`src/mem_bus_pkg.sv`:
```
package mem_bus_pkg;

    // byte address as seen on the burst bus
    typedef logic [31:0] addr_t;

    // one beat of a read burst
    typedef logic [63:0] beat_t;

    // one full line, four beats wide
    typedef logic [255:0] line_t;

    // beats in one line burst
    localparam int BEATS_PER_LINE = 4;

    // byte offset bits inside a 32 byte line
    localparam int LINE_OFFSET_BITS = 5;

    // counts beats 0..3 within a burst
    typedef logic [1:0] beat_cnt_t;

endpackage : mem_bus_pkg

```
`src/fetch_pkg.sv`:
```
package fetch_pkg;

    // one RV32I instruction word
    typedef logic [31:0] word_t;

    // program counter, byte addressed
    typedef logic [31:0] pc_t;

    // word index inside a line (8 words of 4 bytes)
    localparam int WORD_SEL_BITS = 3;

    // boot address of the core
    localparam pc_t DEFAULT_RESET_PC = 32'h1eceb000;

    // entries in the instruction queue unless the top overrides it
    localparam int DEFAULT_QUEUE_DEPTH = 32;

endpackage : fetch_pkg

```
`src/burst_assembler.sv`:
```
`timescale 1ns/10ps

module burst_assembler (
    input  logic               clk,
    input  logic               rst,

    input  mem_bus_pkg::addr_t bmem_raddr_i,
    input  mem_bus_pkg::beat_t bmem_rdata_i,
    input  logic               bmem_rvalid_i,

    output mem_bus_pkg::line_t line_data_o,
    output mem_bus_pkg::addr_t line_addr_o,
    output logic               line_done_o
);

    import mem_bus_pkg::*;

    localparam beat_cnt_t LAST_BEAT = beat_cnt_t'(BEATS_PER_LINE - 1);

    beat_cnt_t beat_cnt_q;
    line_t     line_q;     // beats land here in address order
    addr_t     addr_q;
    logic      done_q;

    // control side
    always_ff @(posedge clk) begin
        if (rst) begin
            beat_cnt_q <= '0;
            done_q     <= 1'b0;
        end else begin
            done_q <= 1'b0; // single cycle strobe
            if (bmem_rvalid_i) begin
                if (beat_cnt_q == LAST_BEAT) begin
                    beat_cnt_q <= '0;
                    done_q     <= 1'b1;
                end else begin
                    beat_cnt_q <= beat_cnt_q + 1'b1;
                end
            end
        end
    end

    // payload side
    always_ff @(posedge clk) begin
        if (bmem_rvalid_i) begin
            line_q[beat_cnt_q * $bits(beat_t) +: $bits(beat_t)] <= bmem_rdata_i;
            if (beat_cnt_q == '0) begin
                addr_q <= bmem_raddr_i; // every beat carries it, first one is enough
            end
        end
    end

    assign line_data_o = line_q;
    assign line_addr_o = addr_q;
    assign line_done_o = done_q;

endmodule : burst_assembler

```
`src/line_buffer.sv`:
```
`timescale 1ns/10ps

module line_buffer (
    input  logic               clk,
    input  logic               rst,

    input  fetch_pkg::pc_t     pc_i,

    input  mem_bus_pkg::line_t line_data_i,
    input  mem_bus_pkg::addr_t line_addr_i,
    input  logic               line_done_i,

    input  logic               bmem_ready_i,
    output mem_bus_pkg::addr_t bmem_addr_o,
    output logic               bmem_read_o,

    output logic               hit_o,
    output fetch_pkg::word_t   hit_word_o
);

    import mem_bus_pkg::*;
    import fetch_pkg::*;

    localparam int TAG_BITS = $bits(addr_t) - LINE_OFFSET_BITS;

    typedef enum logic {
        LB_IDLE,
        LB_WAIT    // one refill in flight
    } lb_state_e;

    lb_state_e                  state_q;
    logic                       valid_q;
    logic                       armed_q;   // keeps the bus quiet through reset
    logic [TAG_BITS-1:0]        tag_q;
    line_t                      line_q;

    logic [TAG_BITS-1:0]        pc_tag;
    logic [WORD_SEL_BITS-1:0]   word_sel;
    logic                       miss_req;

    assign pc_tag   = pc_i[$bits(pc_t)-1:LINE_OFFSET_BITS];
    assign word_sel = pc_i[LINE_OFFSET_BITS-1 -: WORD_SEL_BITS];

    // lookup is purely combinational on the current pc
    assign hit_o      = valid_q && (tag_q == pc_tag);
    assign hit_word_o = line_q[word_sel * $bits(word_t) +: $bits(word_t)];

    // request the line holding pc, only when the bus can take it
    assign miss_req    = armed_q && (state_q == LB_IDLE) && !hit_o && bmem_ready_i;
    assign bmem_read_o = miss_req;
    assign bmem_addr_o = addr_t'({pc_tag, {LINE_OFFSET_BITS{1'b0}}});

    always_ff @(posedge clk) begin
        if (rst) begin
            state_q <= LB_IDLE;
            valid_q <= 1'b0;
            armed_q <= 1'b0;
        end else begin
            armed_q <= 1'b1;
            unique case (state_q)
                LB_IDLE: begin
                    if (miss_req) begin
                        state_q <= LB_WAIT;
                    end
                end
                LB_WAIT: begin
                    if (line_done_i) begin
                        state_q <= LB_IDLE;
                    end
                end
                default: state_q <= LB_IDLE;
            endcase
            if (line_done_i) begin
                valid_q <= 1'b1; // usable from the next cycle on
            end
        end
    end

    // the refilled line and its tag
    always_ff @(posedge clk) begin
        if (line_done_i) begin
            line_q <= line_data_i;
            tag_q  <= line_addr_i[$bits(addr_t)-1:LINE_OFFSET_BITS];
        end
    end

endmodule : line_buffer

```
`src/pc_gen.sv`:
```
`timescale 1ns/10ps

module pc_gen #(
    parameter fetch_pkg::pc_t RESET_PC = fetch_pkg::DEFAULT_RESET_PC
) (
    input  logic             clk,
    input  logic             rst,

    input  logic             redirect_i,
    input  fetch_pkg::pc_t   redirect_pc_i,

    input  logic             hit_i,
    input  fetch_pkg::word_t hit_word_i,
    input  logic             full_i,

    output fetch_pkg::pc_t   pc_o,
    output logic             enq_o,
    output fetch_pkg::word_t enq_inst_o,
    output logic             flush_o
);

    import fetch_pkg::*;

    pc_t  pc_q;
    pc_t  pc_d;
    logic advance;

    // one instruction per cycle as long as the line hits and there is room
    assign advance = hit_i && !full_i && !redirect_i;

    always_comb begin
        pc_d = pc_q; // hold on miss or full queue
        if (redirect_i) begin
            pc_d = redirect_pc_i;
        end else if (advance) begin
            pc_d = pc_q + pc_t'(4);
        end
    end

    always_ff @(posedge clk) begin
        if (rst) begin
            pc_q <= RESET_PC;
        end else begin
            pc_q <= pc_d;
        end
    end

    assign pc_o       = pc_q;
    assign enq_o      = advance;
    assign enq_inst_o = hit_word_i;
    assign flush_o    = redirect_i;  // queue drops at the same edge pc jumps

endmodule : pc_gen

```
`src/inst_queue.sv`:
```
`timescale 1ns/10ps

module inst_queue #(
    parameter int QUEUE_DEPTH = fetch_pkg::DEFAULT_QUEUE_DEPTH
) (
    input  logic             clk,
    input  logic             rst,

    input  logic             enq_i,
    input  fetch_pkg::word_t enq_inst_i,
    input  fetch_pkg::pc_t   enq_pc_i,
    input  logic             flush_i,
    input  logic             dequeue_i,

    output logic             full_o,
    output logic             valid_o,
    output fetch_pkg::word_t inst_o,
    output fetch_pkg::pc_t   pc_o
);

    import fetch_pkg::*;

    localparam int PTR_BITS = (QUEUE_DEPTH > 1) ? $clog2(QUEUE_DEPTH) : 1;
    localparam int CNT_BITS = $clog2(QUEUE_DEPTH + 1);

    localparam logic [PTR_BITS-1:0] LAST_IDX = PTR_BITS'(QUEUE_DEPTH - 1);

    word_t inst_mem [QUEUE_DEPTH];
    pc_t   pc_mem   [QUEUE_DEPTH];

    logic [PTR_BITS-1:0] head_q;   // oldest entry
    logic [PTR_BITS-1:0] tail_q;   // next free slot
    logic [CNT_BITS-1:0] count_q;

    logic push;
    logic pop;

    assign full_o  = (count_q == CNT_BITS'(QUEUE_DEPTH));
    assign valid_o = (count_q != '0);

    assign push = enq_i && !full_o;
    assign pop  = dequeue_i && valid_o; // pop on empty is ignored

    always_ff @(posedge clk) begin
        if (rst || flush_i) begin
            head_q  <= '0;
            tail_q  <= '0;
            count_q <= '0;
        end else begin
            if (push) begin
                tail_q <= (tail_q == LAST_IDX) ? '0 : tail_q + 1'b1;
            end
            if (pop) begin
                head_q <= (head_q == LAST_IDX) ? '0 : head_q + 1'b1;
            end
            unique case ({push, pop})
                2'b10:   count_q <= count_q + 1'b1;
                2'b01:   count_q <= count_q - 1'b1;
                default: count_q <= count_q; // both or neither
            endcase
        end
    end

    // entry storage
    always_ff @(posedge clk) begin
        if (push) begin
            inst_mem[tail_q] <= enq_inst_i;
            pc_mem[tail_q]   <= enq_pc_i;
        end
    end

    assign inst_o = inst_mem[head_q];
    assign pc_o   = pc_mem[head_q];

endmodule : inst_queue

```
`src/fetch_top.sv`:
```
`timescale 1ns/10ps

module fetch_top #(
    parameter fetch_pkg::pc_t RESET_PC    = fetch_pkg::DEFAULT_RESET_PC,
    parameter int             QUEUE_DEPTH = fetch_pkg::DEFAULT_QUEUE_DEPTH
) (
    input  logic               clk,
    input  logic               rst,

    output mem_bus_pkg::addr_t bmem_addr_o,
    output logic               bmem_read_o,
    input  logic               bmem_ready_i,

    input  mem_bus_pkg::addr_t bmem_raddr_i,
    input  mem_bus_pkg::beat_t bmem_rdata_i,
    input  logic               bmem_rvalid_i,

    input  logic               redirect_i,
    input  fetch_pkg::pc_t     redirect_pc_i,

    input  logic               dequeue_i,
    output logic               inst_valid_o,
    output fetch_pkg::word_t   inst_o,
    output fetch_pkg::pc_t     inst_pc_o
);

    import mem_bus_pkg::*;
    import fetch_pkg::*;

    line_t line_data;
    addr_t line_addr;
    logic  line_done;

    pc_t   pc;
    logic  hit;
    word_t hit_word;

    logic  enq;
    word_t enq_inst;
    logic  flush;
    logic  full;

    burst_assembler burst_assembler_i (
        .clk           (clk),
        .rst           (rst),
        .bmem_raddr_i  (bmem_raddr_i),
        .bmem_rdata_i  (bmem_rdata_i),
        .bmem_rvalid_i (bmem_rvalid_i),
        .line_data_o   (line_data),
        .line_addr_o   (line_addr),
        .line_done_o   (line_done)
    );

    line_buffer line_buffer_i (
        .clk          (clk),
        .rst          (rst),
        .pc_i         (pc),
        .line_data_i  (line_data),
        .line_addr_i  (line_addr),
        .line_done_i  (line_done),
        .bmem_ready_i (bmem_ready_i),
        .bmem_addr_o  (bmem_addr_o),
        .bmem_read_o  (bmem_read_o),
        .hit_o        (hit),
        .hit_word_o   (hit_word)
    );

    pc_gen #(.RESET_PC(RESET_PC)) pc_gen_i (
        .clk           (clk),
        .rst           (rst),
        .redirect_i    (redirect_i),
        .redirect_pc_i (redirect_pc_i),
        .hit_i         (hit),
        .hit_word_i    (hit_word),
        .full_i        (full),
        .pc_o          (pc),
        .enq_o         (enq),
        .enq_inst_o    (enq_inst),
        .flush_o       (flush)
    );

    // pc travels with its instruction
    inst_queue #(.QUEUE_DEPTH(QUEUE_DEPTH)) inst_queue_i (
        .clk        (clk),
        .rst        (rst),
        .enq_i      (enq),
        .enq_inst_i (enq_inst),
        .enq_pc_i   (pc),
        .flush_i    (flush),
        .dequeue_i  (dequeue_i),
        .full_o     (full),
        .valid_o    (inst_valid_o),
        .inst_o     (inst_o),
        .pc_o       (inst_pc_o)
    );

endmodule : fetch_top

```
`config.mk`:
```
export PLATFORM = sky130hd
export DESIGN_NAME = fetch_top
export DESIGN_NICKNAME = d
export VERILOG_FILES = /design/src/mem_bus_pkg.sv /design/src/fetch_pkg.sv /design/src/burst_assembler.sv /design/src/line_buffer.sv /design/src/pc_gen.sv /design/src/inst_queue.sv /design/src/fetch_top.sv
export SDC_FILE = /design/constraint.sdc
export NUM_CORES = 2
export LEC_CHECK = 0
export BUFFER_PORTS_ARGS = -buffer_cell sky130_fd_sc_hd__buf_2
export CAP_MARGIN = 20
export CELL_PAD_IN_SITES_DETAIL_PLACEMENT = 1
export CELL_PAD_IN_SITES_GLOBAL_PLACEMENT = 2
export CORE_ASPECT_RATIO = 1.5
export CORE_MARGIN = 2
export CORE_UTILIZATION = 40
export CTS_CLUSTER_DIAMETER = 100
export CTS_CLUSTER_SIZE = 14
export DETAILED_ROUTE_END_ITERATION = 10
export GPL_ROUTABILITY_DRIVEN = 0
export PLACE_DENSITY = 0.68
export SLEW_MARGIN = 20
export SYNTH_ARGS = -nofsm -noshare
export SYNTH_HDL_FRONTEND = slang
export SYNTH_SLANG_ARGS = --single-unit
```
`constraint.sdc`:
```
create_clock -name clk -period 13.7 [get_ports clk]
set_input_delay 0.685 -clock clk [delete_from_list [all_inputs] [get_ports clk]]
set_output_delay 0.685 -clock clk [all_outputs]
set_load 0.05 [all_outputs]
```
==> results_dict.tcl <==
set metrics [dict create \
    status "finished clean" \
    fillers 22921 \
    cts_tree "yes" \
    leakage_uw 0.0339 \
    timing.hold.worst.class "in -> reg" \
    dieArea_mm2 0.259 \
    synth_top_area_share_pct 77.1 \
    setup_viol 0 \
    synth_area_mm2 0.102 \
    antenna_found_initial 36 \
    max_clock_freq_mhz 169 \
    synth-xor-area-share_pct 0.310 \
    cp_max_fo 147 \
    cts_root_buffer "clkbuf_16" \
    die_y_um 622 \
    clock-sinks 2673 \
    initial_core_util_pct 40.3 \
    worst-endpoint-arrival_ps 5240 \
    cts_resized 0 \
    grt_use_total_pct 20.3 \
    critical_path_class "reg -> out" \
    reg2reg_to "inst_queue_i.pc_mem[1][23]" \
    synth_common_cells "edfxtp_1 (2614), mux4_2 (704), and2_1 (262)" \
    path_clk_slew_ps 70 \
    ys.flop_type "edfxtp_1" \
    io_pins 232 \
    synthMuxAreaShare_pct 16.7 \
    rsz0062_at_grt "false" \
    ir_drop_uv 101 \
    slowest_delay_ps 980 \
    netlist_instances 4379 \
    async_flop_share_pct 0 \
    synthSimpleGateAreaFrac_pct 2.73 \
    fin_nets 4881 \
    grt_first_pass_wirelength_mm 373 \
    synth.distinct_cells 55 \
    fin_skew_ps 65.1 \
    drive_above_1_share_pct 29.9 \
    tns_ps 0 \
    yosysSeqAreaShare_pct 78.3 \
    num_vias 46199 \
    critical_path_buf_inv_count 3 \
    maxCapViolations 0 \
    slew_viol_final 0 \
    synthToLayoutAreaGrowth_pct 11.5 \
    wl_per_cell_um 32.2 \
    synth_top_family_by_area "multiplexers" \
    cts.path.max_buffers 4 \
    port_buffers 221 \
    rows 226 \
    clk_latency_ps 880 \
    synth_edf_count 2614 \
    hp-start "redirect_pc_i[16]" \
    final-instance-count-excl-fill 8128 \
    r2r_cells 9 \
    dp_hpwl_mm 142 \
    worst_pin_slew_ps 1200 \
    hold_end "pc_gen_i.pc_o[16]" \
    drt_pass1_iterations 7 \
    yosysWarningCount 0 \
    fp.dieW_um 416 \
    cpMaxStageDelayCell "dfxtp_4" \
    hold_depth 2 \
    worstPathCellList "buf_12 -> buf_4 -> mux4_2 -> mux4_2 -> mux2_2 -> buf_2" \
    syn_area_per_cell_um2 23.2 \
    hold_viol 0 \
    fin_crit_sh_pct 43.2 \
    period_needed_ps 5920 \
    drtIter0Drc 4154 \
    numCtsBuffers 216 \
    relSlewSlack_pct 20.3 \
    synth_adder_area_share_pct 0.209 \
    synth_compound_area_share_pct 0.627 \
    wl_mm 262 \
    drcViolationCount 0 \
    grt_pass1_vias 50071 \
    critPathTopFamily "buffers and inverters" \
    total_power_uw 15200 \
    path_common_cell "mux4_2" \
    r2r-start "pc_gen_i.pc_o[17]" \
    final_antenna_net_count 0 \
    reg2reg_setup_slack_ps 8000 \
    grt_start_max_net_pins 179 \
    core_mm2 0.253 \
    synth.largest_area_cell "edfxtp_1" \
    fin_util_pct 44.9 \
    vias_per_cell 5.68 \
    synth_most_common_cell "edfxtp_1" \
    ys_seq_elements 2673 \
    dp_cells 7790 \
    worstPathRequired_ps 13020 \
    ctsHoldBuffers 28 \
    p_per_area_mw_per_mm2 134 \
    overflow 0 \
    htreeDepth 4 \
    cts_setup_buffers 0 \
    synthTopCellsByArea "edfxtp_1 (77%), mux4_2 (16%), and2_1 (1.6%), dfxtp_1 (1.2%), mux2_2 (1.1%)" \
    critPathLaunchType "flip-flop" \
    critPathCaptureType "output pin" \
]
-- where the power goes --
| group | switching (uW) | internal [uW] | leakage [uW] | total (uW) |
|---|---|---|---|---|
| logic | 308 | 94.3 | 0.00714 | 402 |
| clock network | 2750 | 2890 | 0.00281 | 5640 |
| registers | 33.0 | 9080 | 0.0240 | 9110 |
| total | 3090 | 12100 | 0.0339 | 15200 |
-- state kept, by name, indices dropped and copies added (netlist names), named ones only --
register / cells
inst_queue_i.count_q: 6
burst_assembler_i.line_addr_o: 27
inst_queue_i.pc_mem: 1024
line_buffer_i.valid_q: 1
inst_queue_i.tail_q: 5
burst_assembler_i.line_data_o: 256
pc_gen_i.pc_o: 32
burst_assembler_i.beat_cnt_q: 2
burst_assembler_i.line_done_o: 1
line_buffer_i.tag_q: 27
inst_queue_i.inst_mem: 1024
line_buffer_i.armed_q: 1
inst_queue_i.head_q: 5
line_buffer_i.state_q: 1
line_buffer_i.line_q: 256
-- worst register-to-register path: stages, from the launching register on --
cell and delay [ps]:
dfxtp_1 310, buf_4 380, xnor2_1 220, nand4_1 130, nor4_1 620, and3_1 640
nand3_1 760, nor2_4 910, buf_4 650, buf_4 670
-- through the flow --
| step | setup WS, ps | hold WS (ps) | instance area [um2] |
|---|---|---|---|
| after floorplan | 6520 | 400 | 102000 |
| after global placement | 7940 | 401 | 107000 |
| after detailed placement | 7970 | 405 | 107000 |
| after CTS | 7620 | 20.7 | 113000 |
| after global routing | 7570 | 42.8 | 113000 |
| final | 7780 | 89.0 | 113000 |
-- worst max path at each step --
stage | from | endpoint | slack [ps] | cells past startpoint
floorplan | burst_assembler_i.line_done_o | line_buffer_i.line_q[0] | 6520 | 0
global placement | pc_gen_i.pc_o[17] | inst_queue_i.pc_mem[0][27] | 7940 | 9
detailed placement | pc_gen_i.pc_o[17] | inst_queue_i.pc_mem[0][28] | 7970 | 9
CTS | flip-flop | inst_o[14] | 7620 | 6
global route | flip-flop | inst_o[8] | 7570 | 6
finish | flip-flop | inst_o[8] | 7780 | 6
-- routing by layer --
layer	GRT usage, %	routed length, um	vias to the layer above
met2	36.3	139000	1324
met1	25.7	101000	25560
met3	3.22	15400	355
met4	4.83	6120	28
li1	-	-	18932
met5	0	194	-
-- cell families after synthesis --
| family | count (synthesis) |
|---|---|
| AOI/OAI and AO/OA | 93 |
| xor gates and xnor gates | 36 |
| adders and majority gates | 17 |
| buffers and inverters | 272 |
| DFF | 2673 |
| muxes | 804 |
| other | 1 |
| and+or+nand+nor | 483 |
-- placed cells by master, fill, tap and decap left out, drive strengths merged, types with 18 or more instances in the layout --
master       count
clkbuf         292
buf            354
a21oi           18
mux4           704
dlygate4sd3     28
dfxtp           59
and2           262
nand3           23
edfxtp        2614
nor2            82
nand2           28
mux2            96
xnor2           26
inv             23
-- cell type report --
cell class,count,area (um2),area share (%)
clock inverter,6,82.6,0.0728
inverter,19,71.3,0.0629
tap,3306,4140,3.65
multi-input combinational,1438,21200,18.7
antenna,12,30.0,0.0265
sequential,2673,79700,70.3
clock buffer,292,5730,5.05
timing repair buffer,382,2460,2.17
No activity file was read; power rests on OpenSTA's default activity.
